$ cat src/aes_pkg.sv
// Shared types, register indices and AES tables for the decryption core
// Modules import this package inside their bodies where they need it
`default_nettype none

package aes_pkg;

	typedef logic [31:0] aes_word_t;
	typedef aes_word_t [0:3] aes_block_t; // Word 0 is the most significant

	localparam int NUM_ROUNDS = 10;

	// Avalon register map
	localparam logic [3:0] REG_KEY0    = 4'd0;
	localparam logic [3:0] REG_MSG_EN0 = 4'd4;
	localparam logic [3:0] REG_MSG_DE0 = 4'd8;
	localparam logic [3:0] REG_START   = 4'd14;
	localparam logic [3:0] REG_DONE    = 4'd15;

	localparam logic [0:255][7:0] SBOX = {
		128'h637c777bf26b6fc53001672bfed7ab76, 128'hca82c97dfa5947f0add4a2af9ca472c0,
		128'hb7fd9326363ff7cc34a5e5f171d83115, 128'h04c723c31896059a071280e2eb27b275,
		128'h09832c1a1b6e5aa0523bd6b329e32f84, 128'h53d100ed20fcb15b6acbbe394a4c58cf,
		128'hd0efaafb434d338545f9027f503c9fa8, 128'h51a3408f929d38f5bcb6da2110fff3d2,
		128'hcd0c13ec5f974417c4a77e3d645d1973, 128'h60814fdc222a908846eeb814de5e0bdb,
		128'he0323a0a4906245cc2d3ac629195e479, 128'he7c8376d8dd54ea96c56f4ea657aae08,
		128'hba78252e1ca6b4c6e8dd741f4bbd8b8a, 128'h703eb5664803f60e613557b986c11d9e,
		128'he1f8981169d98e949b1e87e9ce5528df, 128'h8ca1890dbfe6426841992d0fb054bb16
	};

	localparam logic [0:255][7:0] INV_SBOX = {
		128'h52096ad53036a538bf40a39e81f3d7fb, 128'h7ce339829b2fff87348e4344c4dee9cb,
		128'h547b9432a6c2233dee4c950b42fac34e, 128'h082ea16628d924b2765ba2496d8bd125,
		128'h72f8f66486689816d4a45ccc5d65b692, 128'h6c704850fdedb9da5e154657a78d9d84,
		128'h90d8ab008cbcd30af7e45805b8b34506, 128'hd02c1e8fca3f0f02c1afbd0301138a6b,
		128'h3a9111414f67dcea97f2cfcef0b4e673, 128'h96ac7422e7ad3585e2f937e81c75df6e,
		128'h47f11a711d29c5896fb7620eaa18be1b, 128'hfc563e4bc6d279209adbc0fe78cd5af4,
		128'h1fdda8338807c731b11210592780ec5f, 128'h60517fa919b54a0d2de57a9f93c99cef,
		128'ha0e03b4dae2af5b0c8ebbb3c83539961, 128'h172b047eba77d626e169146355210c7d
	};

	localparam logic [0:9][7:0] RCON = 80'h01020408102040801b36;

	// S-box on all four bytes of a word
	function automatic aes_word_t sub_word(input aes_word_t w);
		return {SBOX[w[31:24]], SBOX[w[23:16]], SBOX[w[15:8]], SBOX[w[7:0]]};
	endfunction

	function automatic logic [7:0] inv_sub_byte(input logic [7:0] b);
		return INV_SBOX[b];
	endfunction

	// Multiply by x in GF(2^8)
	function automatic logic [7:0] xtime(input logic [7:0] b);
		return {b[6:0], 1'b0} ^ (b[7] ? 8'h1b : 8'h00);
	endfunction

endpackage

`default_nettype wire

$ cat src/aes_job_if.sv
// Decryption job between the register bank and the engine
// Four-phase req/ack, key and cipher held while req is high, plain while ack is high
`timescale 1ns/1ns
`default_nettype none

interface aes_job_if;
	import aes_pkg::*;

	logic       req;
	logic       ack;
	aes_block_t key;
	aes_block_t cipher;
	aes_block_t plain;

	modport bank (
		output req, key, cipher,
		input  ack, plain
	);

	modport engine (
		input  req, key, cipher,
		output ack, plain
	);

endinterface

`default_nettype wire

$ cat src/aes_decrypt_ctrl.sv
// Engine sequencer for the iterative AES-128 decryption
// Load, 10 forward key steps, initial AddRoundKey, 10 inverse rounds, then ack
`timescale 1ns/1ns
`default_nettype none

module aes_decrypt_ctrl (
	input  wire logic                clk,
	input  wire logic                rst,
	aes_job_if.engine                job,
	output logic                     ks_load,
	output logic                     ks_fwd,
	output logic                     ks_back,
	output aes_pkg::aes_block_t      key,
	input  wire aes_pkg::aes_block_t round_key,
	output logic                     rd_load,
	output logic                     rd_first,
	output logic                     rd_last,
	output logic                     rd_step,
	output aes_pkg::aes_block_t      cipher,
	input  wire aes_pkg::aes_block_t state
);
	import aes_pkg::*;

	typedef enum logic [2:0] {
		ST_IDLE,
		ST_EXPAND,
		ST_ADD_KEY,
		ST_ROUNDS,
		ST_HOLD_ACK
	} ctrl_state_t;

	ctrl_state_t st;
	logic [3:0]  rnd_cnt;
	logic        cnt_last;

	assign cnt_last = (rnd_cnt == 4'(NUM_ROUNDS - 1));

	always_ff @(posedge clk) begin
		if (rst) begin
			st      <= ST_IDLE;
			rnd_cnt <= '0;
		end else begin
			case (st)
				ST_IDLE: if (job.req) begin
					st      <= ST_EXPAND;
					rnd_cnt <= '0;
				end
				ST_EXPAND: begin
					rnd_cnt <= cnt_last ? 4'd0 : rnd_cnt + 4'd1;
					if (cnt_last)
						st <= ST_ADD_KEY;
				end
				ST_ADD_KEY: st <= ST_ROUNDS;
				ST_ROUNDS: begin
					rnd_cnt <= rnd_cnt + 4'd1;
					if (cnt_last)
						st <= ST_HOLD_ACK; // Plain valid from here
				end
				ST_HOLD_ACK: if (!job.req)
					st <= ST_IDLE;
				default: st <= ST_IDLE;
			endcase
		end
	end

	// Datapath strobes
	assign ks_load  = (st == ST_IDLE) && job.req;
	assign rd_load  = ks_load;
	assign ks_fwd   = (st == ST_EXPAND);
	assign ks_back  = (st == ST_ADD_KEY) || ((st == ST_ROUNDS) && !cnt_last);
	assign rd_first = (st == ST_ADD_KEY);
	assign rd_step  = (st == ST_ROUNDS);
	assign rd_last  = cnt_last;

	assign key       = job.key;
	assign cipher    = job.cipher;
	assign job.plain = state;
	assign job.ack   = (st == ST_HOLD_ACK);

endmodule

`default_nettype wire

$ cat src/flat_wrapper.sv
// flat-port wrapper written by rule: the top's interface ports become plain ports
module aes_decrypt_ctrl_flat import aes_pkg::*;
  (clk, rst, ks_load, ks_fwd, ks_back, key, round_key, rd_load, rd_first, rd_last, rd_step, cipher, state, job_req, job_key, job_cipher, job_ack, job_plain);
  aes_job_if job_i ();
  input  wire logic clk;
  input  wire logic rst;
  output logic ks_load;
  output logic ks_fwd;
  output logic ks_back;
  output aes_pkg::aes_block_t key;
  input  wire aes_pkg::aes_block_t round_key;
  output logic rd_load;
  output logic rd_first;
  output logic rd_last;
  output logic rd_step;
  output aes_pkg::aes_block_t cipher;
  input  wire aes_pkg::aes_block_t state;
  input wire logic [$bits(job_i.req)-1:0] job_req;
  input wire logic [$bits(job_i.key)-1:0] job_key;
  input wire logic [$bits(job_i.cipher)-1:0] job_cipher;
  output wire logic [$bits(job_i.ack)-1:0] job_ack;
  output wire logic [$bits(job_i.plain)-1:0] job_plain;
  assign job_i.req = job_req;
  assign job_i.key = job_key;
  assign job_i.cipher = job_cipher;
  assign job_ack = job_i.ack;
  assign job_plain = job_i.plain;
  aes_decrypt_ctrl u_core (.clk(clk), .rst(rst), .job(job_i), .ks_load(ks_load), .ks_fwd(ks_fwd), .ks_back(ks_back), .key(key), .round_key(round_key), .rd_load(rd_load), .rd_first(rd_first), .rd_last(rd_last), .rd_step(rd_step), .cipher(cipher), .state(state));
endmodule
$ cat config.mk
export PLATFORM = sky130hd
export DESIGN_NAME = aes_decrypt_ctrl_flat
export DESIGN_NICKNAME = d
export VERILOG_FILES = /design/src/aes_pkg.sv /design/src/aes_job_if.sv /design/src/aes_decrypt_ctrl.sv /design/src/flat_wrapper.sv
export SDC_FILE = /design/constraint.sdc
export NUM_CORES = 1
export LEC_CHECK = 0
export BUFFER_PORTS_ARGS = -buffer_cell sky130_fd_sc_hd__buf_4
export CAP_MARGIN = 10
export CORE_AREA = 2 2 351 353
export CTS_CLUSTER_DIAMETER = 100
export CTS_CLUSTER_SIZE = 16
export DETAILED_ROUTE_END_ITERATION = 6
export DIE_AREA = 0 0 353 355
export PLACE_DENSITY_LB_ADDON = 0.3
export SKIP_LAST_GASP = 1
export SYNTH_ARGS = -nofsm -noshare
export SYNTH_HDL_FRONTEND = slang
export SYNTH_SLANG_ARGS = --single-unit
$ cat constraint.sdc
create_clock -name clk -period 3.46 [get_ports clk]
set_input_delay 0.519 -clock clk [delete_from_list [all_inputs] [get_ports clk]]
set_output_delay 0.519 -clock clk [all_outputs]
set_load 0.005 [all_outputs]
# After elaboration in Yosys (flattened, before gate mapping)
# Cells that the tools add are included.
[op_classes] add_sub_neg=1 multipliers=0 div=0 magnitude_cmp=0 eq_ne=9 n_shift=0 muxes=8 n_bitwise=0 n_reduce_logical=8
[op_table] cell="$pmux W3 S5" n=1
[op_table] cell="$mux W3" n=4
[op_table] cell="$pmux W4 S3" n=1
[op_table] cell="$mux W4" n=2
[op_table] cell="$eq A3 B2 Y1 const B" n=2
[op_table] cell="$add A4 B1 Y4 const B" n=1
[op_table] cell="$eq A4 B4 Y1 const B" n=1
[op_table] cell="$ne A2 B1 Y1 const B" n=2
[op_table] cell="$ne A2 B2 Y1 const B" n=2
[op_table] cell="$reduce_and A4 Y1" n=1
[op_table] cell="$eq A3 B1 Y1 const B" n=1
[op_table] cell="$eq A3 B3 Y1 const B" n=1
[op_table] cell="$logic_not A3 Y1" n=1
[op_table] cell="$reduce_bool A3 Y1" n=1
[op_table] cell="$logic_and A1 B1 Y1" n=2
[op_table] cell="$reduce_and A2 Y1" n=1
[op_table] cell="$logic_not A1 Y1" n=1
[op_table] cell="$logic_or A1 B1 Y1" n=1
[word_totals] register_bits=7 latch_bits=0 ramBits=0 rom_bits=0 input_bits=515 out_inout_bits=392 mem_count=0

# Logic depth before layout (Yosys ltp)
[logic_depth] depth_word=4 ltp_mapped=7

# Worst setup path after synthesis
# Ideal clock, no wire load.
[synth_timing] path_kind="input -> output" startpoint="input port job_req" endpoint="output port rd_load" arrival_time_ns=1.136 t_required_ns=2.941 path_slack_ns=1.805 path_stages=3 n_path_buf=1 path_cell_list="nor2b_1 > nor3b_1 > buf_4"
[synth_via] elab_chain_len=1
[synth_lines] element="start: declaration" line="flat_wrapper.sv:18" rtl="input wire logic [$bits(job_i.req)-1:0] job_req;"
[synth_lines] element="$logic_and A1 B1 Y1" line="aes_decrypt_ctrl.sv:67" rtl="assign ks_load = (st == ST_IDLE) && job.req;"
[synth_lines] element="end: declaration" line="flat_wrapper.sv:12" rtl="output logic rd_load;"
# Every way passes these cells.

# Worst setup path in the final report
[layout_timing] startpoint="register u_core.rnd_cnt[1]" endpoint="output port ks_back"
[layout_via] elab_chain_len=4
[layout_lines] element="start: declaration" line="aes_decrypt_ctrl.sv:33" rtl="logic [3:0] rnd_cnt;"
[layout_lines] element="start signal: assignment" line="aes_decrypt_ctrl.sv:49" rtl="rnd_cnt <= cnt_last ? 4'd0 : rnd_cnt + 4'd1;"
[layout_lines] element="start signal: assignment" line="aes_decrypt_ctrl.sv:55" rtl="rnd_cnt <= rnd_cnt + 4'd1;"
[layout_lines] element="$eq A4 B4 Y1" line="aes_decrypt_ctrl.sv:36" rtl="assign cnt_last = (rnd_cnt == 4'(NUM_ROUNDS - 1));"
[layout_lines] element="$logic_not A1 Y1" line="aes_decrypt_ctrl.sv:70" rtl="assign ks_back = (st == ST_ADD_KEY) || ((st == ST_ROUNDS) && !cnt_last);"
[layout_lines] element="$logic_and A1 B1 Y1" line="aes_decrypt_ctrl.sv:70"
[layout_lines] element="$logic_or A1 B1 Y1" line="aes_decrypt_ctrl.sv:70"
[layout_lines] element="end: declaration" line="flat_wrapper.sv:9" rtl="output logic ks_back;"
# Every way passes these cells.

==> results.md <==
- The run finished with clean final reports.
- The average instance in the mapped netlist occupies 7.59 sq um.
- The clock root buffer is sky130_fd_sc_hd__clkbuf_16.
- The clock arrives with about 0.0022 ns of skew.
- The die span in x is roughly 350 um.
- The net total in the final layout is 580.
- Counting every net in the synthesized netlist gives 953.
- Ranked by total cell area, the synthesized netlist is headed by sky130_fd_sc_hd__buf_4 (88%), sky130_fd_sc_hd__dfxtp_1 (4.2%), sky130_fd_sc_hd__nor2_1 (0.91%).
- The type of element capturing the critical path is a primary output.
- The core area is 121000 sq um.
- By startpoint and endpoint, the worst setup path is classified as reg -> out.
- The post-synthesis to final-layout area growth is -22.0%.
- The insertion delay of the later-clocked pin in the worst-skew pair is 0.23 ns.
- The hold violation count in the final report is 0.
- Excluding fillers, the count of instances in the completed layout stands at 1687.
- 0 antenna diodes ended up in the layout.
- Entering global routing, the biggest net connects 11 pins.
- The path type of the worst min-delay path is reg -> reg.
- In the final routed layout, each cell accounts on average for between 20 and 30 um.
- The minimum period implied by the final worst setup slack is 2.04 ns.
- Setup violations remaining at the end of the flow were counted as 0.
- The synthesized netlist contains 27 unique library cells.
- In the layout the commonest cells are sky130_fd_sc_hd__buf_4 (10), sky130_fd_sc_hd__nor2_1 (8), sky130_fd_sc_hd__dfxtp_1 (7).
- The number of inserted filler cells in the final layout is 14653.
- The most common library cell in the layout ignoring fill and taps is sky130_fd_sc_hd__buf_4.
- The number of ports placed on the die boundary is about 900.
- The biggest fanout along the worst timing path is 5.
- For this block, the via count after detailed routing is just over 1000.
- The post-synthesis instance area is ~3300 sq um.
- The data arrival time of the critical path is 1.52 ns.
- The area fraction of the dominant cell type after synthesis is approximately 90%.
- The overall routing resource usage is 7.17%.
- The register bit total from synthesis is 7.
- In the routed design, unresolved DRC markers number 0.
- At the end of routability-driven placement, the weighted congestion stood at about 0.60.
- The most area-hungry cell type in the Yosys netlist is sky130_fd_sc_hd__buf_4.
- Static timing analysis puts the maximum clock frequency at 0.489 GHz.
- The warning count from the yosys run is 0.
- The synthesized instance count is 436.
- The largest single stage delay on the critical path is 0.36 ns.
- Once the clock tree was built, the setup fixing pass inserted 0 buffers.
- The number of clock sinks seen by CTS is 7.
- The detailed router finished its first iteration with 60 violations.
- In this run the core area contains 128 standard-cell rows.
- The total clock buffers created by CTS is 3.
- Final hold analysis gives a worst-case slack of about 0.52 ns.
- For the pin with the worst max-slew slack, the measured transition is 0.381 ns.
- VDD sags by at most 0.0918 mV.
- The kind of cell with the highest combined delay along the critical path is flip-flops.
- The power density relative to cell area is between 100 and 150 nW/um^2.
- The number of vias per cell after detailed routing is 0.608.
- Summing all multi-input logic gate instances after layout gives 233 sq um.
- The floorplan step defined a die boundary enclosing 125000 sq um.
- The critical path goes through inv_1 > ha_1 > and3b_1 > a211oi_1 > buf_4.
- Registers take 140 sq um.
- The sum of buffers and inverters on the critical path is 2.
- In this run the remaining antenna-violating nets after routing total 0.
- The via count of the first global-routing pass is approximately 1000.
- The number of input and output port buffers inserted is 10.
- Global routing finished with a remaining overflow of 0.
- Setup repair after global routing left no endpoint under its margin.
- The quantity of hold-fixing buffers added after cts is 0.
- The routed wire length is between 40000 and 50000 um.
- The nature of the critical path startpoint is a register.
- Clock-pin slew was measured on the worst setup and hold paths at 0.04 ns.
- The number of iterations in the first detailed-routing pass is 4.
- Summing all placed instances gives a cell area of 2500 sq um.
- The count of cells resized by post-cts repair is 0.
- The max-slew headroom at the worst pin is 74.5%.
- The post-route netlist has 25.8% of its cells at a drive strength greater than 1.
- The worst endpoint required time is approximately 2.9 ns.
- The initial standard-cell utilization of the core is 2.73%.
- In this run the static leakage power is 0.241 nW.
- The first global-routing pass estimated 48900 um of wire.
- The initial antenna violation count is 2.
- In this run the vertical extent of the chip is between 300 and 400 um.
- The standard cell with the maximum stage delay on the critical path is sky130_fd_sc_hd__dfxtp_1.
- Summing the sequential cell areas from Yosys gives 4.23% of the chip area.
- The number of max-slew violations in the final report is 0.
- The final clock period utilization by the worst path is approximately three fifths.
- The maximum level of the CTS H-tree is 1.
- The worst-case clock buffer depth is 2.
- The total instance count after detailed placement is approximately 1700.
- The clock tree from TritonCTS is yes.
- The number of max-capacitance violations reported is 0.
- Summed over all failing endpoints, the final setup total negative slack is 0 ns.
- The detailed placement HPWL is 46000 um.
- The post-layout instance area is 2580 sq um.
## sequential cells by signal (all words and copies together) (netlist names)
signal,cells
u_core.rnd_cnt,4
u_core.st,3
## logic make-up after synthesis
| logic type | synth area share [%] |
|---|---|
| XOR/XNOR | 0.265 |
| multiplexers | 0.302 |
| flip-flops | 4.23 |
| buffers and inverters | 88.7 |
| adder cells (fa/ha/maj) | 0.756 |
| AND/OR/NAND/NOR | 3.21 |
| AO/OA/AOI/OAI | 2.49 |
## layer usage
| metal | GRT usage (%) | wire length (um) |
|---|---|---|
| met1 | 0.310 | 869 |
| met2 | 11.4 | 21200 |
| met3 | 16.5 | 22900 |
| met4 | 2.86 | 2110 |
| met5 | 0 | 0 |
## worst register-to-register path, stage by stage, from the launching register on
cell and delay, ns:
sky130_fd_sc_hd__dfxtp_1 0.36, sky130_fd_sc_hd__inv_1 0.06, sky130_fd_sc_hd__ha_1 0.18, sky130_fd_sc_hd__and3b_1 0.26
sky130_fd_sc_hd__a2111oi_2 0.37
## per-stage QoR
step,utilization (%),power [W],setup slack [ns]
2_1_floorplan,-,0.000461,1.80
3_3_place_gp,2.06,0.000110,1.54
3_5_place_dp,2.06,0.000109,1.53
4_1_cts,2.13,0.000309,1.40
5_1_grt,2.13,0.000318,1.34
6_report,2.13,0.000304,1.42
## final cells by class
type	instances	area share, %
inverter	6	0.872
clock buffer	4	3.05
sequential	7	5.43
multi-input combinational	35	9.01
tap	1625	78.7
timing repair buffer	10	2.91
## synthesized netlist by cell type, drive strengths merged
| cell type | n |
|---|---|
| nand3 | 1 |
| o31a | 1 |
| a32oi | 1 |
| nand2 | 2 |
| nor3 | 4 |
| a211oi | 2 |
| nor3b | 1 |
| inv | 6 |
| a21oi | 1 |
| and3b | 1 |
| dfxtp | 7 |
| xnor2 | 1 |
| a2111oi | 1 |
| nand2b | 1 |
| o2111ai | 1 |
| buf | 388 |
| nor2 | 8 |
| mux2i | 1 |
| nor2b | 2 |
| ha | 2 |
| o21ai | 1 |
| o21bai | 1 |
| and3 | 1 |
| a22oi | 1 |
## worst paths after layout
kind,end,cells after the start,slack (ns),start
worst max-delay path,ks_back,5,1.42,u_core.rnd_cnt[1]
worst max register to register,u_core.st[0],4,2.11,u_core.rnd_cnt[1]
worst min-delay path,u_core.rnd_cnt[3],2,0.52,u_core.rnd_cnt[3]
worst min register to register,u_core.rnd_cnt[3],2,0.52,u_core.rnd_cnt[3]
## power by group
part           switching (W)  internal (W)
clock              0.0000433      0.000153
combinational      0.0000103     0.0000104
sequential        0.00000374     0.0000833
total              0.0000574      0.000247
No activity file was read; power rests on OpenSTA's default activity.
