[src/aes_pkg.sv]
// Shared types, register indices and AES tables for the decryption core
// Modules import this package inside their bodies where they need it
`default_nettype none

package aes_pkg;

	typedef logic [31:0] aes_word_t;
	typedef aes_word_t [0:3] aes_block_t; // Word 0 is the most significant

	localparam int NUM_ROUNDS = 10;

	// Avalon register map
	localparam logic [3:0] REG_KEY0    = 4'd0;
	localparam logic [3:0] REG_MSG_EN0 = 4'd4;
	localparam logic [3:0] REG_MSG_DE0 = 4'd8;
	localparam logic [3:0] REG_START   = 4'd14;
	localparam logic [3:0] REG_DONE    = 4'd15;

	localparam logic [0:255][7:0] SBOX = {
		128'h637c777bf26b6fc53001672bfed7ab76, 128'hca82c97dfa5947f0add4a2af9ca472c0,
		128'hb7fd9326363ff7cc34a5e5f171d83115, 128'h04c723c31896059a071280e2eb27b275,
		128'h09832c1a1b6e5aa0523bd6b329e32f84, 128'h53d100ed20fcb15b6acbbe394a4c58cf,
		128'hd0efaafb434d338545f9027f503c9fa8, 128'h51a3408f929d38f5bcb6da2110fff3d2,
		128'hcd0c13ec5f974417c4a77e3d645d1973, 128'h60814fdc222a908846eeb814de5e0bdb,
		128'he0323a0a4906245cc2d3ac629195e479, 128'he7c8376d8dd54ea96c56f4ea657aae08,
		128'hba78252e1ca6b4c6e8dd741f4bbd8b8a, 128'h703eb5664803f60e613557b986c11d9e,
		128'he1f8981169d98e949b1e87e9ce5528df, 128'h8ca1890dbfe6426841992d0fb054bb16
	};

	localparam logic [0:255][7:0] INV_SBOX = {
		128'h52096ad53036a538bf40a39e81f3d7fb, 128'h7ce339829b2fff87348e4344c4dee9cb,
		128'h547b9432a6c2233dee4c950b42fac34e, 128'h082ea16628d924b2765ba2496d8bd125,
		128'h72f8f66486689816d4a45ccc5d65b692, 128'h6c704850fdedb9da5e154657a78d9d84,
		128'h90d8ab008cbcd30af7e45805b8b34506, 128'hd02c1e8fca3f0f02c1afbd0301138a6b,
		128'h3a9111414f67dcea97f2cfcef0b4e673, 128'h96ac7422e7ad3585e2f937e81c75df6e,
		128'h47f11a711d29c5896fb7620eaa18be1b, 128'hfc563e4bc6d279209adbc0fe78cd5af4,
		128'h1fdda8338807c731b11210592780ec5f, 128'h60517fa919b54a0d2de57a9f93c99cef,
		128'ha0e03b4dae2af5b0c8ebbb3c83539961, 128'h172b047eba77d626e169146355210c7d
	};

	localparam logic [0:9][7:0] RCON = 80'h01020408102040801b36;

	// S-box on all four bytes of a word
	function automatic aes_word_t sub_word(input aes_word_t w);
		return {SBOX[w[31:24]], SBOX[w[23:16]], SBOX[w[15:8]], SBOX[w[7:0]]};
	endfunction

	function automatic logic [7:0] inv_sub_byte(input logic [7:0] b);
		return INV_SBOX[b];
	endfunction

	// Multiply by x in GF(2^8)
	function automatic logic [7:0] xtime(input logic [7:0] b);
		return {b[6:0], 1'b0} ^ (b[7] ? 8'h1b : 8'h00);
	endfunction

endpackage

`default_nettype wire

[src/aes_job_if.sv]
// Decryption job between the register bank and the engine
// Four-phase req/ack, key and cipher held while req is high, plain while ack is high
`timescale 1ns/1ns
`default_nettype none

interface aes_job_if;
	import aes_pkg::*;

	logic       req;
	logic       ack;
	aes_block_t key;
	aes_block_t cipher;
	aes_block_t plain;

	modport bank (
		output req, key, cipher,
		input  ack, plain
	);

	modport engine (
		input  req, key, cipher,
		output ack, plain
	);

endinterface

`default_nettype wire

[src/avalon_aes_interface.sv]
// Avalon-MM register bank of the AES decryption core
// Key and ciphertext come in over the bus, plaintext goes back, start/done steer the job
// Reads are combinational, writes merge the enabled byte lanes
`timescale 1ns/1ns
`default_nettype none

module avalon_aes_interface (
	input  wire logic              clk,
	input  wire logic              rst,
	input  wire logic              avl_read,
	input  wire logic              avl_write,
	input  wire logic              avl_cs,
	input  wire logic [3:0]        avl_byte_en,
	input  wire logic [3:0]        avl_addr,
	input  wire aes_pkg::aes_word_t avl_writedata,
	output aes_pkg::aes_word_t     avl_readdata,
	output aes_pkg::aes_word_t     export_data,
	aes_job_if.bank                job
);
	import aes_pkg::*;

	aes_word_t key_reg [4];
	aes_word_t en_reg [4];
	aes_word_t de_reg [4];
	logic      start_bit;
	logic      done_bit;
	logic      ack_q;
	logic      wr_en;
	logic      start_wr;  // Start bit after the lane merge
	logic      ack_rise;

	function automatic aes_word_t merge_lanes(input aes_word_t old, input aes_word_t data,
			input logic [3:0] be);
		aes_word_t res;
		res = old;
		for (int i = 0; i < 4; i++) begin
			if (be[i])
				res[8*i +: 8] = data[8*i +: 8];
		end
		return res;
	endfunction

	assign wr_en    = avl_write && avl_cs;
	assign start_wr = avl_byte_en[0] ? avl_writedata[0] : start_bit;
	assign ack_rise = job.ack && !ack_q;

	always_ff @(posedge clk) begin
		if (rst) begin
			for (int i = 0; i < 4; i++) begin
				key_reg[i] <= '0;
				en_reg[i]  <= '0;
				de_reg[i]  <= '0;
			end
			start_bit <= 1'b0;
			done_bit  <= 1'b0;
			ack_q     <= 1'b0;
		end else begin
			ack_q <= job.ack;
			if (wr_en && avl_addr[3:2] == REG_KEY0[3:2])
				key_reg[avl_addr[1:0]] <= merge_lanes(key_reg[avl_addr[1:0]], avl_writedata,
					avl_byte_en);
			if (wr_en && avl_addr[3:2] == REG_MSG_EN0[3:2])
				en_reg[avl_addr[1:0]] <= merge_lanes(en_reg[avl_addr[1:0]], avl_writedata,
					avl_byte_en);
			if (wr_en && avl_addr == REG_START) begin
				start_bit <= start_wr;
				if (!start_wr)
					done_bit <= 1'b0; // Software acknowledges the result
			end
			if (ack_rise) begin
				for (int i = 0; i < 4; i++)
					de_reg[i] <= job.plain[i];
				done_bit <= 1'b1;
			end
		end
	end

	// Job request
	assign job.req    = start_bit && !done_bit && !job.ack;
	assign job.key    = {key_reg[0], key_reg[1], key_reg[2], key_reg[3]};
	assign job.cipher = {en_reg[0], en_reg[1], en_reg[2], en_reg[3]};

	always_comb begin
		avl_readdata = '0;
		if (avl_read && avl_cs) begin
			if (avl_addr[3:2] == REG_KEY0[3:2])
				avl_readdata = key_reg[avl_addr[1:0]];
			else if (avl_addr[3:2] == REG_MSG_EN0[3:2])
				avl_readdata = en_reg[avl_addr[1:0]];
			else if (avl_addr[3:2] == REG_MSG_DE0[3:2])
				avl_readdata = de_reg[avl_addr[1:0]];
			else if (avl_addr == REG_START)
				avl_readdata = {31'b0, start_bit};
			else if (avl_addr == REG_DONE)
				avl_readdata = {31'b0, done_bit};
		end
	end

	assign export_data = {en_reg[0][31:16], en_reg[3][15:0]}; // LED conduit

endmodule

`default_nettype wire

[src/flat_wrapper.sv]
// flat-port wrapper written by rule: the top's interface ports become plain ports
module avalon_aes_interface_flat import aes_pkg::*;
  (clk, rst, avl_read, avl_write, avl_cs, avl_byte_en, avl_addr, avl_writedata, avl_readdata, export_data, job_req, job_key, job_cipher, job_ack, job_plain);
  aes_job_if job_i ();
  input  wire logic clk;
  input  wire logic rst;
  input  wire logic avl_read;
  input  wire logic avl_write;
  input  wire logic avl_cs;
  input  wire logic [3:0] avl_byte_en;
  input  wire logic [3:0] avl_addr;
  input  wire aes_pkg::aes_word_t avl_writedata;
  output aes_pkg::aes_word_t avl_readdata;
  output aes_pkg::aes_word_t export_data;
  output wire logic [$bits(job_i.req)-1:0] job_req;
  output wire logic [$bits(job_i.key)-1:0] job_key;
  output wire logic [$bits(job_i.cipher)-1:0] job_cipher;
  input wire logic [$bits(job_i.ack)-1:0] job_ack;
  input wire logic [$bits(job_i.plain)-1:0] job_plain;
  assign job_req = job_i.req;
  assign job_key = job_i.key;
  assign job_cipher = job_i.cipher;
  assign job_i.ack = job_ack;
  assign job_i.plain = job_plain;
  avalon_aes_interface u_core (.clk(clk), .rst(rst), .avl_read(avl_read), .avl_write(avl_write), .avl_cs(avl_cs), .avl_byte_en(avl_byte_en), .avl_addr(avl_addr), .avl_writedata(avl_writedata), .avl_readdata(avl_readdata), .export_data(export_data), .job(job_i));
endmodule
[config.mk]
export PLATFORM = sky130hd
export DESIGN_NAME = avalon_aes_interface_flat
export DESIGN_NICKNAME = d
export VERILOG_FILES = /design/src/aes_pkg.sv /design/src/aes_job_if.sv /design/src/avalon_aes_interface.sv /design/src/flat_wrapper.sv
export SDC_FILE = /design/constraint.sdc
export NUM_CORES = 1
export LEC_CHECK = 0
export ABC_AREA = 0
export BUFFER_PORTS_ARGS = -buffer_cell sky130_fd_sc_hd__buf_2
export CAP_MARGIN = 20
export CORE_AREA = 5 5 191 193
export DETAILED_ROUTE_END_ITERATION = 12
export DIE_AREA = 0 0 196 198
export GPL_ROUTABILITY_DRIVEN = 0
export PLACE_DENSITY = 0.76
export SLEW_MARGIN = 20
export SYNTH_ARGS = -nofsm -noshare
export SYNTH_HDL_FRONTEND = slang
export SYNTH_SLANG_ARGS = --single-unit
[constraint.sdc]
create_clock -name clk -period 7.5 [get_ports clk]
set_input_delay 1.125 -clock clk [delete_from_list [all_inputs] [get_ports clk]]
set_output_delay 1.125 -clock clk [all_outputs]
set_load 0.03 [all_outputs]
======== Word-level counts from Yosys, hierarchy flattened ========
Memories as Yosys holds them, arrays and structs flattened.
Index checks and enable logic that the tools add are counted.
storage, ports and cells
  memory bits (writable) .................. 384
  output and inout port bits .............. 321
  memories ................................ 3
  bits of input ports ..................... 174
  bits in registers ....................... 3
memory list
  name            words  bits a word  rd ports  clocked after Yosys merged registers in  write ports  line                        RTL
  u_core.de_reg   4      32           1         0                                        4            avalon_aes_interface.sv:24  aes_word_t de_reg [4];
  u_core.en_reg   4      32           5         0                                        4            avalon_aes_interface.sv:23  aes_word_t en_reg [4];
  u_core.key_reg  4      32           5         0                                        4            avalon_aes_interface.sv:22  aes_word_t key_reg [4];
cells by class
  mux-type cells .......................... 55
  equal/unequal tests ..................... 5
  bitwise operators ....................... 4
  reductions and logical operators ........ 16
operators by type and width
  operator                                              count
  two-way mux 32 bit                                    11
  two-way mux 8 bit                                     24
  OR reduction 32 bit                                   2
  two-way mux 1 bit                                     18
  equality test 4 bit (second input constant)           2
  logical AND 1 bit                                     8
  two-way mux 2 bit                                     2
  OR 1 bit                                              4
  zero test 1 bit                                       3
  equality test 2 x 1 -> 1 bit (second input constant)  1
  equality test 2 bit (second input constant)           1
  zero test 2 bit                                       1
  inequality test 2 bit (second input constant)         1
  AND reduction 2 bit                                   1
  nonzero test 2 bit                                    1

======== Depth between registers and ports, before layout ========
Gate-level depths: netlist of the first run.
  depth in word-level cells ............... 7
  mapped depth ............................ 7

======== Worst setup path after synthesis of the first run ========
No wires, ideal clock.
  path type ............................... input to register
  start point ............................. input port rst
  end point ............................... memory u_core.de_reg[0][0] (netlist name), enable pin
  library setup time ...................... 1.110 ns
  required time ........................... 6.390 ns
  path buffers ............................ 1
  stages on the path ...................... 3
  arrival time ............................ 3.667 ns
  setup slack ............................. 2.724 ns
  cell sequence ........................... inv_1 clkbuf_1 nand2_1
RTL lines
  item                line                        RTL
  start: declaration  flat_wrapper.sv:6           input wire logic rst;
  end: declaration    avalon_aes_interface.sv:24

======== Final worst setup path of the first run ========
  start point ............................. input port avl_addr[1]
  end point ............................... output port avl_readdata[17]
between the ends
  cells in the longest elaborated chain, start to end .. 5
ends and longest elaborated chain
  item                    line                        RTL
  start: declaration      flat_wrapper.sv:11          input wire logic [3:0] avl_addr;
  memory (4 x 32 bit)     -
  two-way mux 32 bit      avalon_aes_interface.sv:90  else if (avl_addr[3:2] == REG_MSG_DE0[3:2])
  two-way mux 32 bit      avalon_aes_interface.sv:88  else if (avl_addr[3:2] == REG_MSG_EN0[3:2])
  two-way mux 32 bit (*)  avalon_aes_interface.sv:86  if (avl_addr[3:2] == REG_KEY0[3:2])
  two-way mux 32 bit (*)  avalon_aes_interface.sv:85  if (avl_read && avl_cs) begin
  end: declaration        flat_wrapper.sv:13          output aes_pkg::aes_word_t avl_readdata;
Every way passes the cells marked *; elsewhere a longest branch is shown, timed or not.

==> results of run 1 <==
[synth_stat cells, types with 2 or more instances]
cell      count  area [µm²]
a221o_1      31         310
and2_1      128         801
buf_1         3        11.3
buf_2        20         100
buf_4        32         240
buf_6         8        90.1
clkbuf_1     54         203
dfxtp_1       3        60.1
edfxtp_1    384       11500
mux2i_1      68         681
mux4_2       95        2140
nand2_1       8        30.0
nand2b_1      4        25.0
nand3_1       4        20.0
nor2_1      261         980
nor2b_1      33         206
nor3_1        3        15.0
o21ai_0       2        10.0
or3_1         2        12.5
or3b_1        2        17.5
[how the worst min path moves through the flow]
stage          slack, ps  cells past startpoint       startpoint         endpoint
2_1_floorplan        480                      1  u_core.done_bit  u_core.done_bit
3_3_place_gp         500                      1  u_core.done_bit  u_core.done_bit
3_5_place_dp         510                      1  u_core.done_bit  u_core.done_bit
4_1_cts              530                      1  u_core.done_bit  u_core.done_bit
5_1_grt              540                      1  u_core.done_bit  u_core.done_bit
6_report             520                      1  u_core.done_bit  u_core.done_bit
[per-layer routing]
layer  part of all wire (%)  vias up  global-route usage, %
li1                       -     5141                      -
met2                     49      803                   45.0
met4                    3.4        2                   8.56
met5                  0.013        -                      0
met3                     10      141                   6.69
met1                     37     5890                   35.9
[cell families (layout without fill, tap and decap cells)]
group / count (synthesis) / count (layout) / share of synthesized area [%]
AND/OR/NAND/NOR: 452 / 452 / 12.3
flip-flops: 387 / 387 / 65.9
multiplexers: 164 / 164 / 16.1
buffers and inverters: 118 / 577 / 3.68
AO/OA/AOI/OAI: 36 / 36 / 1.96
other: 0 / 3 / 0
[worst register-to-register path: stages, from the launching register on]
cell and delay, ps:
dfxtp_1 290, nand2b_1 210, nand2_4 540, buf_4 810
[power breakdown]
| part | total, W | switching [W] | internal [W] |
|---|---|---|---|
| logic | 0.000590 | 0.000387 | 0.000203 |
| registers | 0.00255 | 0.0000563 | 0.00249 |
| clock network | 0.00199 | 0.000785 | 0.00120 |
[metrics by stage]
| stage | cell area (µm²) | hold WS, ps | utilization (%) | cells |
|---|---|---|---|---|
| final | 21500 | 524 | 62.5 | 2074 |
| after global routing | 21500 | 541 | 62.5 | 2074 |
| after CTS | 21500 | 527 | 62.4 | 2071 |
| after detailed placement | 20200 | 514 | 58.7 | 2002 |
| after global placement | 20200 | 504 | 58.7 | 2002 |
| after floorplan | 17600 | 479 | - | 1157 |
[placed cells by master (no fill, tap or decap), types with 2 or more instances in the layout]
cell type,netlist,routed
clkinv_1,0,8
nand2_4,0,2
nor2_1,261,259
nor2_4,0,2
mux2i_1,68,68
clkbuf_16,0,41
nor2b_1,33,33
bufinv_16,0,6
and2_1,128,128
buf_4,32,14
edfxtp_1,384,384
nand2b_1,4,3
mux4_2,95,95
dfxtp_1,3,3
clkinv_2,0,3
diode_2,0,3
clkbuf_1,54,11
nand3_1,4,3
buf_2,20,492
nor3_1,3,2
nand2_2,0,5
a221o_1,31,31
[area by class of cell]
type / instances / area, µm²
clock buffer: 52 / 1070
inverter: 1 / 3.75
tap: 455 / 569
fill: 2595 / 12900
antenna: 3 / 7.51
timing repair buffer: 507 / 2580
multi-input combinational: 652 / 5430
clock inverter: 17 / 225
sequential: 387 / 11600
==> reports/qor.yml, run 1 <==
ir_drop_mv: 0.198
io_pins: 495
async_flop_share_pct: 0
core_um2: 34400
placementRows: 68
vias_per_cell: 5.77
synth_seq_cells: 387
synth_cells: 1157
cts_resized: 0
die_area_um2: 38800
area_growth_pct: 22.1
status: "finished clean"
r2r_slack_ps: 5230
setup_viol: 0
critPathArrivalTime_ps: 3630
crit_family: "buffers and inverters"
dp_hpwl_mm: 37.6
cap_viol_max_count: 0
port_buffers: 494
post_cts_buffers: 0
wl_per_cell_um: 25.8
cellPowerDensity_nw_per_um2: 239
r2r_cells: 3
crit_buf_inv: 3
r2r_end: "u_core.de_reg[0][10]"
max_freq_mhz: 210
synth_nets: 1331
r2r-start: "u_core.ack_q"
h-tree-depth: 2
synth_cell_type_count: 32
first_pass_iters: 7
ant_nets: 0
cp-start-kind: "input port"
fin_skew_ps: 16.2
cp.depth: 5
slowest_delay_ps: 730
drive_above_1_share_pct: 41.6
crit_path_end_kind: "primary output"
synth_area_per_cell_um2: 15.2
grt_overflow: 0
synth_area_um2: 17600
root_buffer: "clkbuf_16"
die_w_um: 196
synth_ff_type: "edfxtp_1"
period_minus_slack_ps: 4760
slew_headroom_pct: 22.2
nets: 1763
antenna_found_initial: 5
worstMarginPinSlew_ps: 1160
synth-edff-count: 384
cts.clk_slew.worst_paths_ps: 60
cts_tree: "done"
cp.required_ps: 6380
clk_latency_ps: 520
fin_setup_tns_ps: 0
clock_sinks: 387
finalHoldViolations: 0
path_cells: "buf_4 -> buf_4 -> mux4_2 -> a221o_1 -> buf_2"
startpoint: "avl_addr[1]"
track_usage_pct: 27.1
cpMostUsedCell: "buf_4"
finalPower_w: 0.00513
crit_type: "in -> out"
cp_slowest_cell: "buf_4"
min_path_type: "reg -> reg"
yosysSeqAreaShare_pct: 65.9
cts_buffers: 40
crit_path_max_fanout: 65
grt_pass1_wl_mm: 79.0
yosysWarnings: 0
crit_end: "avl_readdata[17]"
cts_max_path_buffers: 3
place_ws_ps: 2380
cts_hold_buffers: 0
grt_pass1_vias: 12312
finalWirelength_mm: 53.6
drt_iter0_markers: 1088
drcViolationCount: 0
p_leak_nw: 9.02
initial_utilization_pct: 51.2
grt_start_max_net_pins: 104
post-route-period-util_pct: 63.5
vias: 11977
rsz0062_at_grt: "no"
fin_ws_ps: 2740
drv_slew: 0
die_h_um: 198
Power figures use the tool's default switching activity.
==> run 2: changes to the inputs <==
--- a/config.mk
+++ b/config.mk
@@ -8,11 +8,12 @@
 export ABC_AREA = 0
 export BUFFER_PORTS_ARGS = -buffer_cell sky130_fd_sc_hd__buf_2
 export CAP_MARGIN = 20
-export CORE_AREA = 5 5 191 193
+export CORE_ASPECT_RATIO = 2
+export CORE_MARGIN = 5
+export CORE_UTILIZATION = 48
 export DETAILED_ROUTE_END_ITERATION = 12
-export DIE_AREA = 0 0 196 198
 export GPL_ROUTABILITY_DRIVEN = 0
-export PLACE_DENSITY = 0.76
+export PLACE_DENSITY = 0.74
 export SLEW_MARGIN = 20
 export SYNTH_ARGS = -nofsm -noshare
 export SYNTH_HDL_FRONTEND = slang
==> constraint.sdc (replaced) <==
create_clock -name clk -period 4.33 [get_ports clk]
set_input_delay 0.6495 -clock clk [delete_from_list [all_inputs] [get_ports clk]]
set_output_delay 0.6495 -clock clk [all_outputs]
set_load 0.03 [all_outputs]
==> run 2 against run 1 <==
  * Combinational power is 78% higher
  * Critical path depth unchanged
  * Hold slack worse by 170 ps
  * Clock power is 57% higher
  * Sequential share of layout area fell by 0.072 points
  * Wire length rose by 6.0%
  * Count of clock-buffer cells in the layout is 12 lower
  * Global-route usage down 0.39 points
  * First-iteration DRC count is 4.3% lower
  * Utilization shrank 3.4 points
  * Register-to-register slack worse by 2800 ps
  * Highest routed layer unchanged
==> reports/qor.yml, run 2 (same netlist as run 1, synthesis figures left out) <==
max_freq_mhz: 291
multi_input_area_um2: 5430  # about the same
finalHoldViolations: 0  # unchanged
clock_sinks: 387  # unchanged
cp-start-kind: "input port"  # unchanged
crit_path_end_kind: "primary output"  # unchanged
ir_drop_mv: 0.300  # was 0.198 mV
min-delay-start: "rst"  # was u_core.done_bit
period_minus_slack_ps: 3440
r2r_slack_ps: 2450  # was 5230 ps
placementRows: 99  # was 68
fill_cells: 2921  # was 2,595
core_um2: 36400  # was 34,400 µm²
crit_type: "in -> out"  # unchanged
crit_path_max_fanout: 60  # was 65
cellPowerDensity_nw_per_um2: 399  # was 239 nW/µm²
die_w_um: 145  # was 196 µm
setup_viol: 0  # unchanged
cts_max_path_buffers: 3  # unchanged
fin_ws_ps: 893  # was 2740 ps
track_usage_pct: 26.8  # was 27.1%
io_pins: 495  # unchanged
drive_above_1_share_pct: 42.5  # was 41.6%
h-tree-depth: 2  # unchanged
place_ws_ps: 883  # was 2380 ps
critPathArrivalTime_ps: 2790  # was 3630 ps
p_leak_nw: 9.04  # was 9.02 nW
fin_setup_tns_ps: 0  # unchanged
grt_pass1_wl_mm: 81.7  # was 79.0 mm
first_pass_iters: 5  # was 7
post-route-period-util_pct: 79.4
grt_pass1_vias: 12691  # was 12.3k
dp_hpwl_mm: 41.1  # was 37.6 mm
r2r_cells: 3  # unchanged
port_buffers: 494  # unchanged
wl_per_cell_um: 27.3  # was 25.8 µm
whs_endpoint: "u_core.ack_q"  # was u_core.done_bit
mostFrequentLayoutCells: "buf_2 (492), edfxtp_1 (384), nor2_1 (259), and2_1 (128), mux4_2 (95)"  # unchanged
rsz0062_at_grt: "no"  # unchanged
slew_headroom_pct: 36.2  # was 22.2%
cts_tree: "done"  # unchanged
fin_skew_ps: 15.2  # was 16.2 ps
worstMarginPinSlew_ps: 954  # was 1160 ps
drv_slew: 0  # unchanged
dpl_cell_area_um2: 20400  # was 20,200 µm²
final_common_cell: "buf_2"  # unchanged
grt_overflow: 0  # unchanged
seqCellArea_um2: 11600  # unchanged
final_area_um2: 21500  # about the same
finalWirelength_mm: 56.8  # was 53.6 mm
cts_resized: 0  # unchanged
nets: 1776  # was 1,763
status: "finished clean"  # unchanged
finalPower_w: 0.00858  # was 0.00513 W
clk_latency_ps: 520  # about the same
drcViolationCount: 0  # unchanged
initial_utilization_pct: 48.3  # was 51.2%
root_buffer: "clkbuf_16"  # unchanged
grt_start_max_net_pins: 129  # was 104
die_h_um: 281  # was 198 µm
cap_viol_max_count: 0  # unchanged
area_growth_pct: 22.3  # was 22.1%
die_area_um2: 40800  # was 38,800 µm²
cts.clk_slew.worst_paths_ps: 70  # was 60 ps
ant_nets: 0  # unchanged
r2r-start: "u_core.ack_q"  # unchanged
cts_hold_buffers: 0  # unchanged
post_cts_buffers: 0  # unchanged
cts_buffers: 34  # was 40
drt_iter0_markers: 1041  # was 1,088
r2r_end: "u_core.de_reg[2][13]"  # was u_core.de_reg[0][10]
place_inst: 2020  # was 2,002
antenna_found_initial: 11  # was 5
vias_per_cell: 5.83  # was 5.77
stdcell_count: 2083  # was 2,074
cp.required_ps: 3680  # was 6380 ps
vias: 12137  # was 12.0k
min_path_type: "in -> reg"  # was reg -> reg
hold-path-cell-count: 2  # was 1
[run 2: changes by cell type in the layout (fill, tap and decap cells not counted), sizes merged]
cell and change:
clkbuf -12, bufinv -1, buf +19, inv +2, clkinvlp +2, diode +4, clkinv -4
[run 2: worst max-delay path: stages]
cell	delay [ps]
buf_4	690
buf_4	410
mux4_2	350
a221o_1	430
buf_2	210
[run 2: final cells by class]
type	instances	share of cell area, %
flip-flops and latches	387	53.9
clock buffers	40	4.16
multi-input cells	652	25.2
clock inverters	16	1.01
repair buffers	526	12.9
well taps	454	2.64
inverters	1	0.0175
diodes	7	0.0815
[run 2: worst max path at each step]
stage | to | cells past startpoint | startpoint | slack, ps
after floorplan | u_core.de_reg[0][0] | 3 | rst | 30
after global placement | avl_readdata[10] | 6 | avl_addr[0] | 890
after detailed placement | avl_readdata[12] | 6 | avl_addr[0] | 880
after CTS | avl_readdata[12] | 6 | avl_addr[0] | 880
after global routing | avl_readdata[12] | 6 | avl_addr[0] | 750
final | avl_readdata[6] | 5 | avl_addr[1] | 890
[run 2: power by group]
group / total, W / switching [W] / internal (W) / leakage [nW]
sequential: 0.00441 / 0.000102 / 0.00431 / 4.06
clock: 0.00312 / 0.00134 / 0.00178 / 0.535
combinational: 0.00105 / 0.000682 / 0.000366 / 4.44
[run 2: routing by layer]
layer  routed length, µm  vias to the layer above  track usage [%]
met2               28500                      799             45.5
met1               19300                     5984             30.9
met3                5010                      197             6.13
met5                  46                        -                0
li1                    -                     5149                -
met4                3880                        8             15.9
[run 2: stage by stage]
step / hold WS [ps] / utilization, %
3_5_place_dp: 530 / 55.9
4_1_cts: 331 / 59.0
5_1_grt: 358 / 59.0
6_report: 356 / 59.0
3_3_place_gp: 503 / 55.9
2_1_floorplan: 479 / -
==> run 3: changes to the inputs <==
--- a/config.mk
+++ b/config.mk
@@ -10,10 +10,10 @@
 export CAP_MARGIN = 20
 export CORE_ASPECT_RATIO = 2
 export CORE_MARGIN = 5
-export CORE_UTILIZATION = 48
+export CORE_UTILIZATION = 53
 export DETAILED_ROUTE_END_ITERATION = 12
 export GPL_ROUTABILITY_DRIVEN = 0
-export PLACE_DENSITY = 0.74
+export PLACE_DENSITY = 0.78
 export SLEW_MARGIN = 20
 export SYNTH_ARGS = -nofsm -noshare
 export SYNTH_HDL_FRONTEND = slang
==> constraint.sdc (replaced) <==
create_clock -name clk -period 3.4 [get_ports clk]
set_input_delay 0.51 -clock clk [delete_from_list [all_inputs] [get_ports clk]]
set_output_delay 0.51 -clock clk [all_outputs]
set_load 0.03 [all_outputs]
==> run 3 against run 2 <==
  * Sequential power increased by 28%
  * Cell count is 0.96% lower
  * Largest power group unchanged
  * Global-route usage increased by 2.0 points
  * Hold slack worse by 150 ps
  * Clock power rose by 15%
==> reports/qor.yml, run 3 (same netlist as run 1, synthesis figures left out) <==
finalWirelength_mm: 54.9  # was 56.8 mm
ir_drop_mv: 0.422  # was 0.300 mV
clk_latency_ps: 570  # was 520 ps
ant_nets: 0  # unchanged
grt_start_max_net_pins: 130  # was 129
cp.required_ps: 2890  # was 3680 ps
core_um2: 32800  # was 36,400 µm²
path_cells: "buf_6 -> buf_12 -> mux4_2 -> nor2b_1 -> a221o_1 -> buf_2"  # was buf_4 -> buf_4 -> mux4_2 -> a221o_1 -> buf_2
rsz0062_at_grt: "no"  # unchanged
r2r_cells: 4  # was 3
met3_wirelength_mm: 5.33  # was 5.01 mm
r2r-start: "u_core.ack_q"  # unchanged
drv_slew: 0  # unchanged
clock_sinks: 387  # unchanged
max_freq_mhz: 342
period_minus_slack_ps: 2930
cts_max_path_buffers: 3  # unchanged
die_w_um: 139  # was 145 µm
h-tree-depth: 1  # was 2
antenna_found_initial: 6  # was 11
first_pass_iters: 6  # was 5
crit_type: "in -> out"  # unchanged
setup_viol: 0  # unchanged
port_buffers: 494  # unchanged
placementRows: 94  # was 99
worstMarginPinSlew_ps: 873  # was 954 ps
cts_resized: 0  # unchanged
cts_buffers: 31  # was 34
grt_pass1_vias: 12445  # was 12.7k
drive_above_1_share_pct: 42.5  # about the same
track_usage_pct: 28.7  # was 26.8%
fin_skew_ps: 11.1  # was 15.2 ps
area_growth_pct: 22.0  # was 22.3%
mostFrequentLayoutCells: "buf_2 (492), edfxtp_1 (384), nor2_1 (259), and2_1 (128), mux4_2 (95)"  # unchanged
critPathArrivalTime_ps: 2420  # was 2790 ps
r2r_slack_ps: 1560  # was 2450 ps
vias_per_cell: 5.91  # was 5.83
crit_path_max_fanout: 35  # was 60
p_leak_nw: 9.03  # was 9.04 nW
final_common_cell: "buf_2"  # unchanged
cellPowerDensity_nw_per_um2: 491  # was 399 nW/µm²
wl_met2_mm: 28.4  # was 28.5 mm
cap_viol_max_count: 0  # unchanged
die_h_um: 268  # was 281 µm
grt_pass1_wl_mm: 79.7  # was 81.7 mm
hold-path-cell-count: 2  # unchanged
whs_endpoint: "u_core.de_reg[0][13]"  # was u_core.ack_q
nets: 1779  # was 1,776
die_area_um2: 37100  # was 40,800 µm²
status: "finished clean"  # unchanged
min_path_type: "in -> reg"  # unchanged
min-delay-start: "job_plain[109]"  # was rst
vias: 12197  # was 12.1k
routedLengthMet1_mm: 17.9  # was 19.3 mm
io_pins: 495  # unchanged
final_area_um2: 21500  # about the same
slowest_delay_ps: 540  # was 690 ps
post_cts_buffers: 0  # unchanged
grt_overflow: 0  # unchanged
top_layer_used: "met5"  # unchanged
cts.clk_slew.worst_paths_ps: 70  # about the same
cts_hold_buffers: 0  # unchanged
drt_iter0_markers: 1358  # was 1,041
fin_setup_tns_ps: 0  # unchanged
post-route-period-util_pct: 86.1
cts_tree: "done"  # unchanged
dpl_cell_area_um2: 20500  # was 20,400 µm²
dp_hpwl_mm: 40.8  # was 41.1 mm
cp-start-kind: "input port"  # unchanged
root_buffer: "clkbuf_16"  # unchanged
crit_path_end_kind: "primary output"  # unchanged
wl_per_cell_um: 26.6  # was 27.3 µm
cp_slowest_cell: "mux4_2"  # was buf_4
finalHoldViolations: 0  # unchanged
initial_utilization_pct: 53.6  # was 48.3%
r2r_end: "u_core.de_reg[0][15]"  # was u_core.de_reg[2][13]
drcViolationCount: 0  # unchanged
slew_headroom_pct: 41.8  # was 36.2%
[run 3: worst max-delay path by stage]
stage | startpoint | end | slack [ps] | depth (start not counted)
after global placement | avl_addr[0] | avl_readdata[24] | 490 | 6
after CTS | avl_addr[0] | avl_readdata[30] | 450 | 6
after global routing | avl_addr[0] | avl_readdata[24] | 390 | 5
after floorplan | avl_addr[1] | u_core.key_reg[3][0] | 300 | 4
after detailed placement | avl_addr[0] | avl_readdata[30] | 450 | 6
final | avl_addr[0] | avl_readdata[30] | 470 | 6
[run 3: layout make-up]
type | count | area (µm²)
inverters | 1 | 3.75
fillers | 2361 | 11400
flip-flops and latches | 387 | 11600
multi-input cells | 652 | 5430
clock inverters | 19 | 190
repair buffers | 532 | 2900
diodes | 5 | 12.5
well taps | 432 | 541
clock buffers | 35 | 791
[run 3: stage by stage]
| stage | total power [W] | hold slack, ps | setup slack [ps] | cells | util [%] |
|---|---|---|---|---|---|
| floorplan | 0.00656 | 479 | 297 | 1157 | - |
| finish | 0.0105 | 207 | 472 | 2063 | 65.4 |
| global route | 0.0109 | 205 | 388 | 2063 | 65.4 |
| detailed placement | 0.00707 | 539 | 448 | 2004 | 62.4 |
| CTS | 0.0106 | 177 | 446 | 2058 | 65.4 |
| global placement | 0.00703 | 498 | 485 | 2004 | 62.4 |
[run 3: where the power goes]
part           switching (W)  leakage [nW]  internal (W)
Clock                0.00161         0.476       0.00196
Combinational       0.000861          4.50      0.000480
Sequential          0.000142          4.06       0.00549
Total                0.00262          9.03       0.00793
[run 3: worst max-delay path: cells and delay by family]
kind            cells  cell delay [ps]
simple gates        1              150
buf+inv             3              890
compound gates      1              300
mux                 1              540
[run 3: metal layers]
layer  vias up  GRT usage, %
met5         -             0
met4         2          15.6
met3       169          5.07
met2       916          49.1
met1      5946          34.8
li1       5164             -
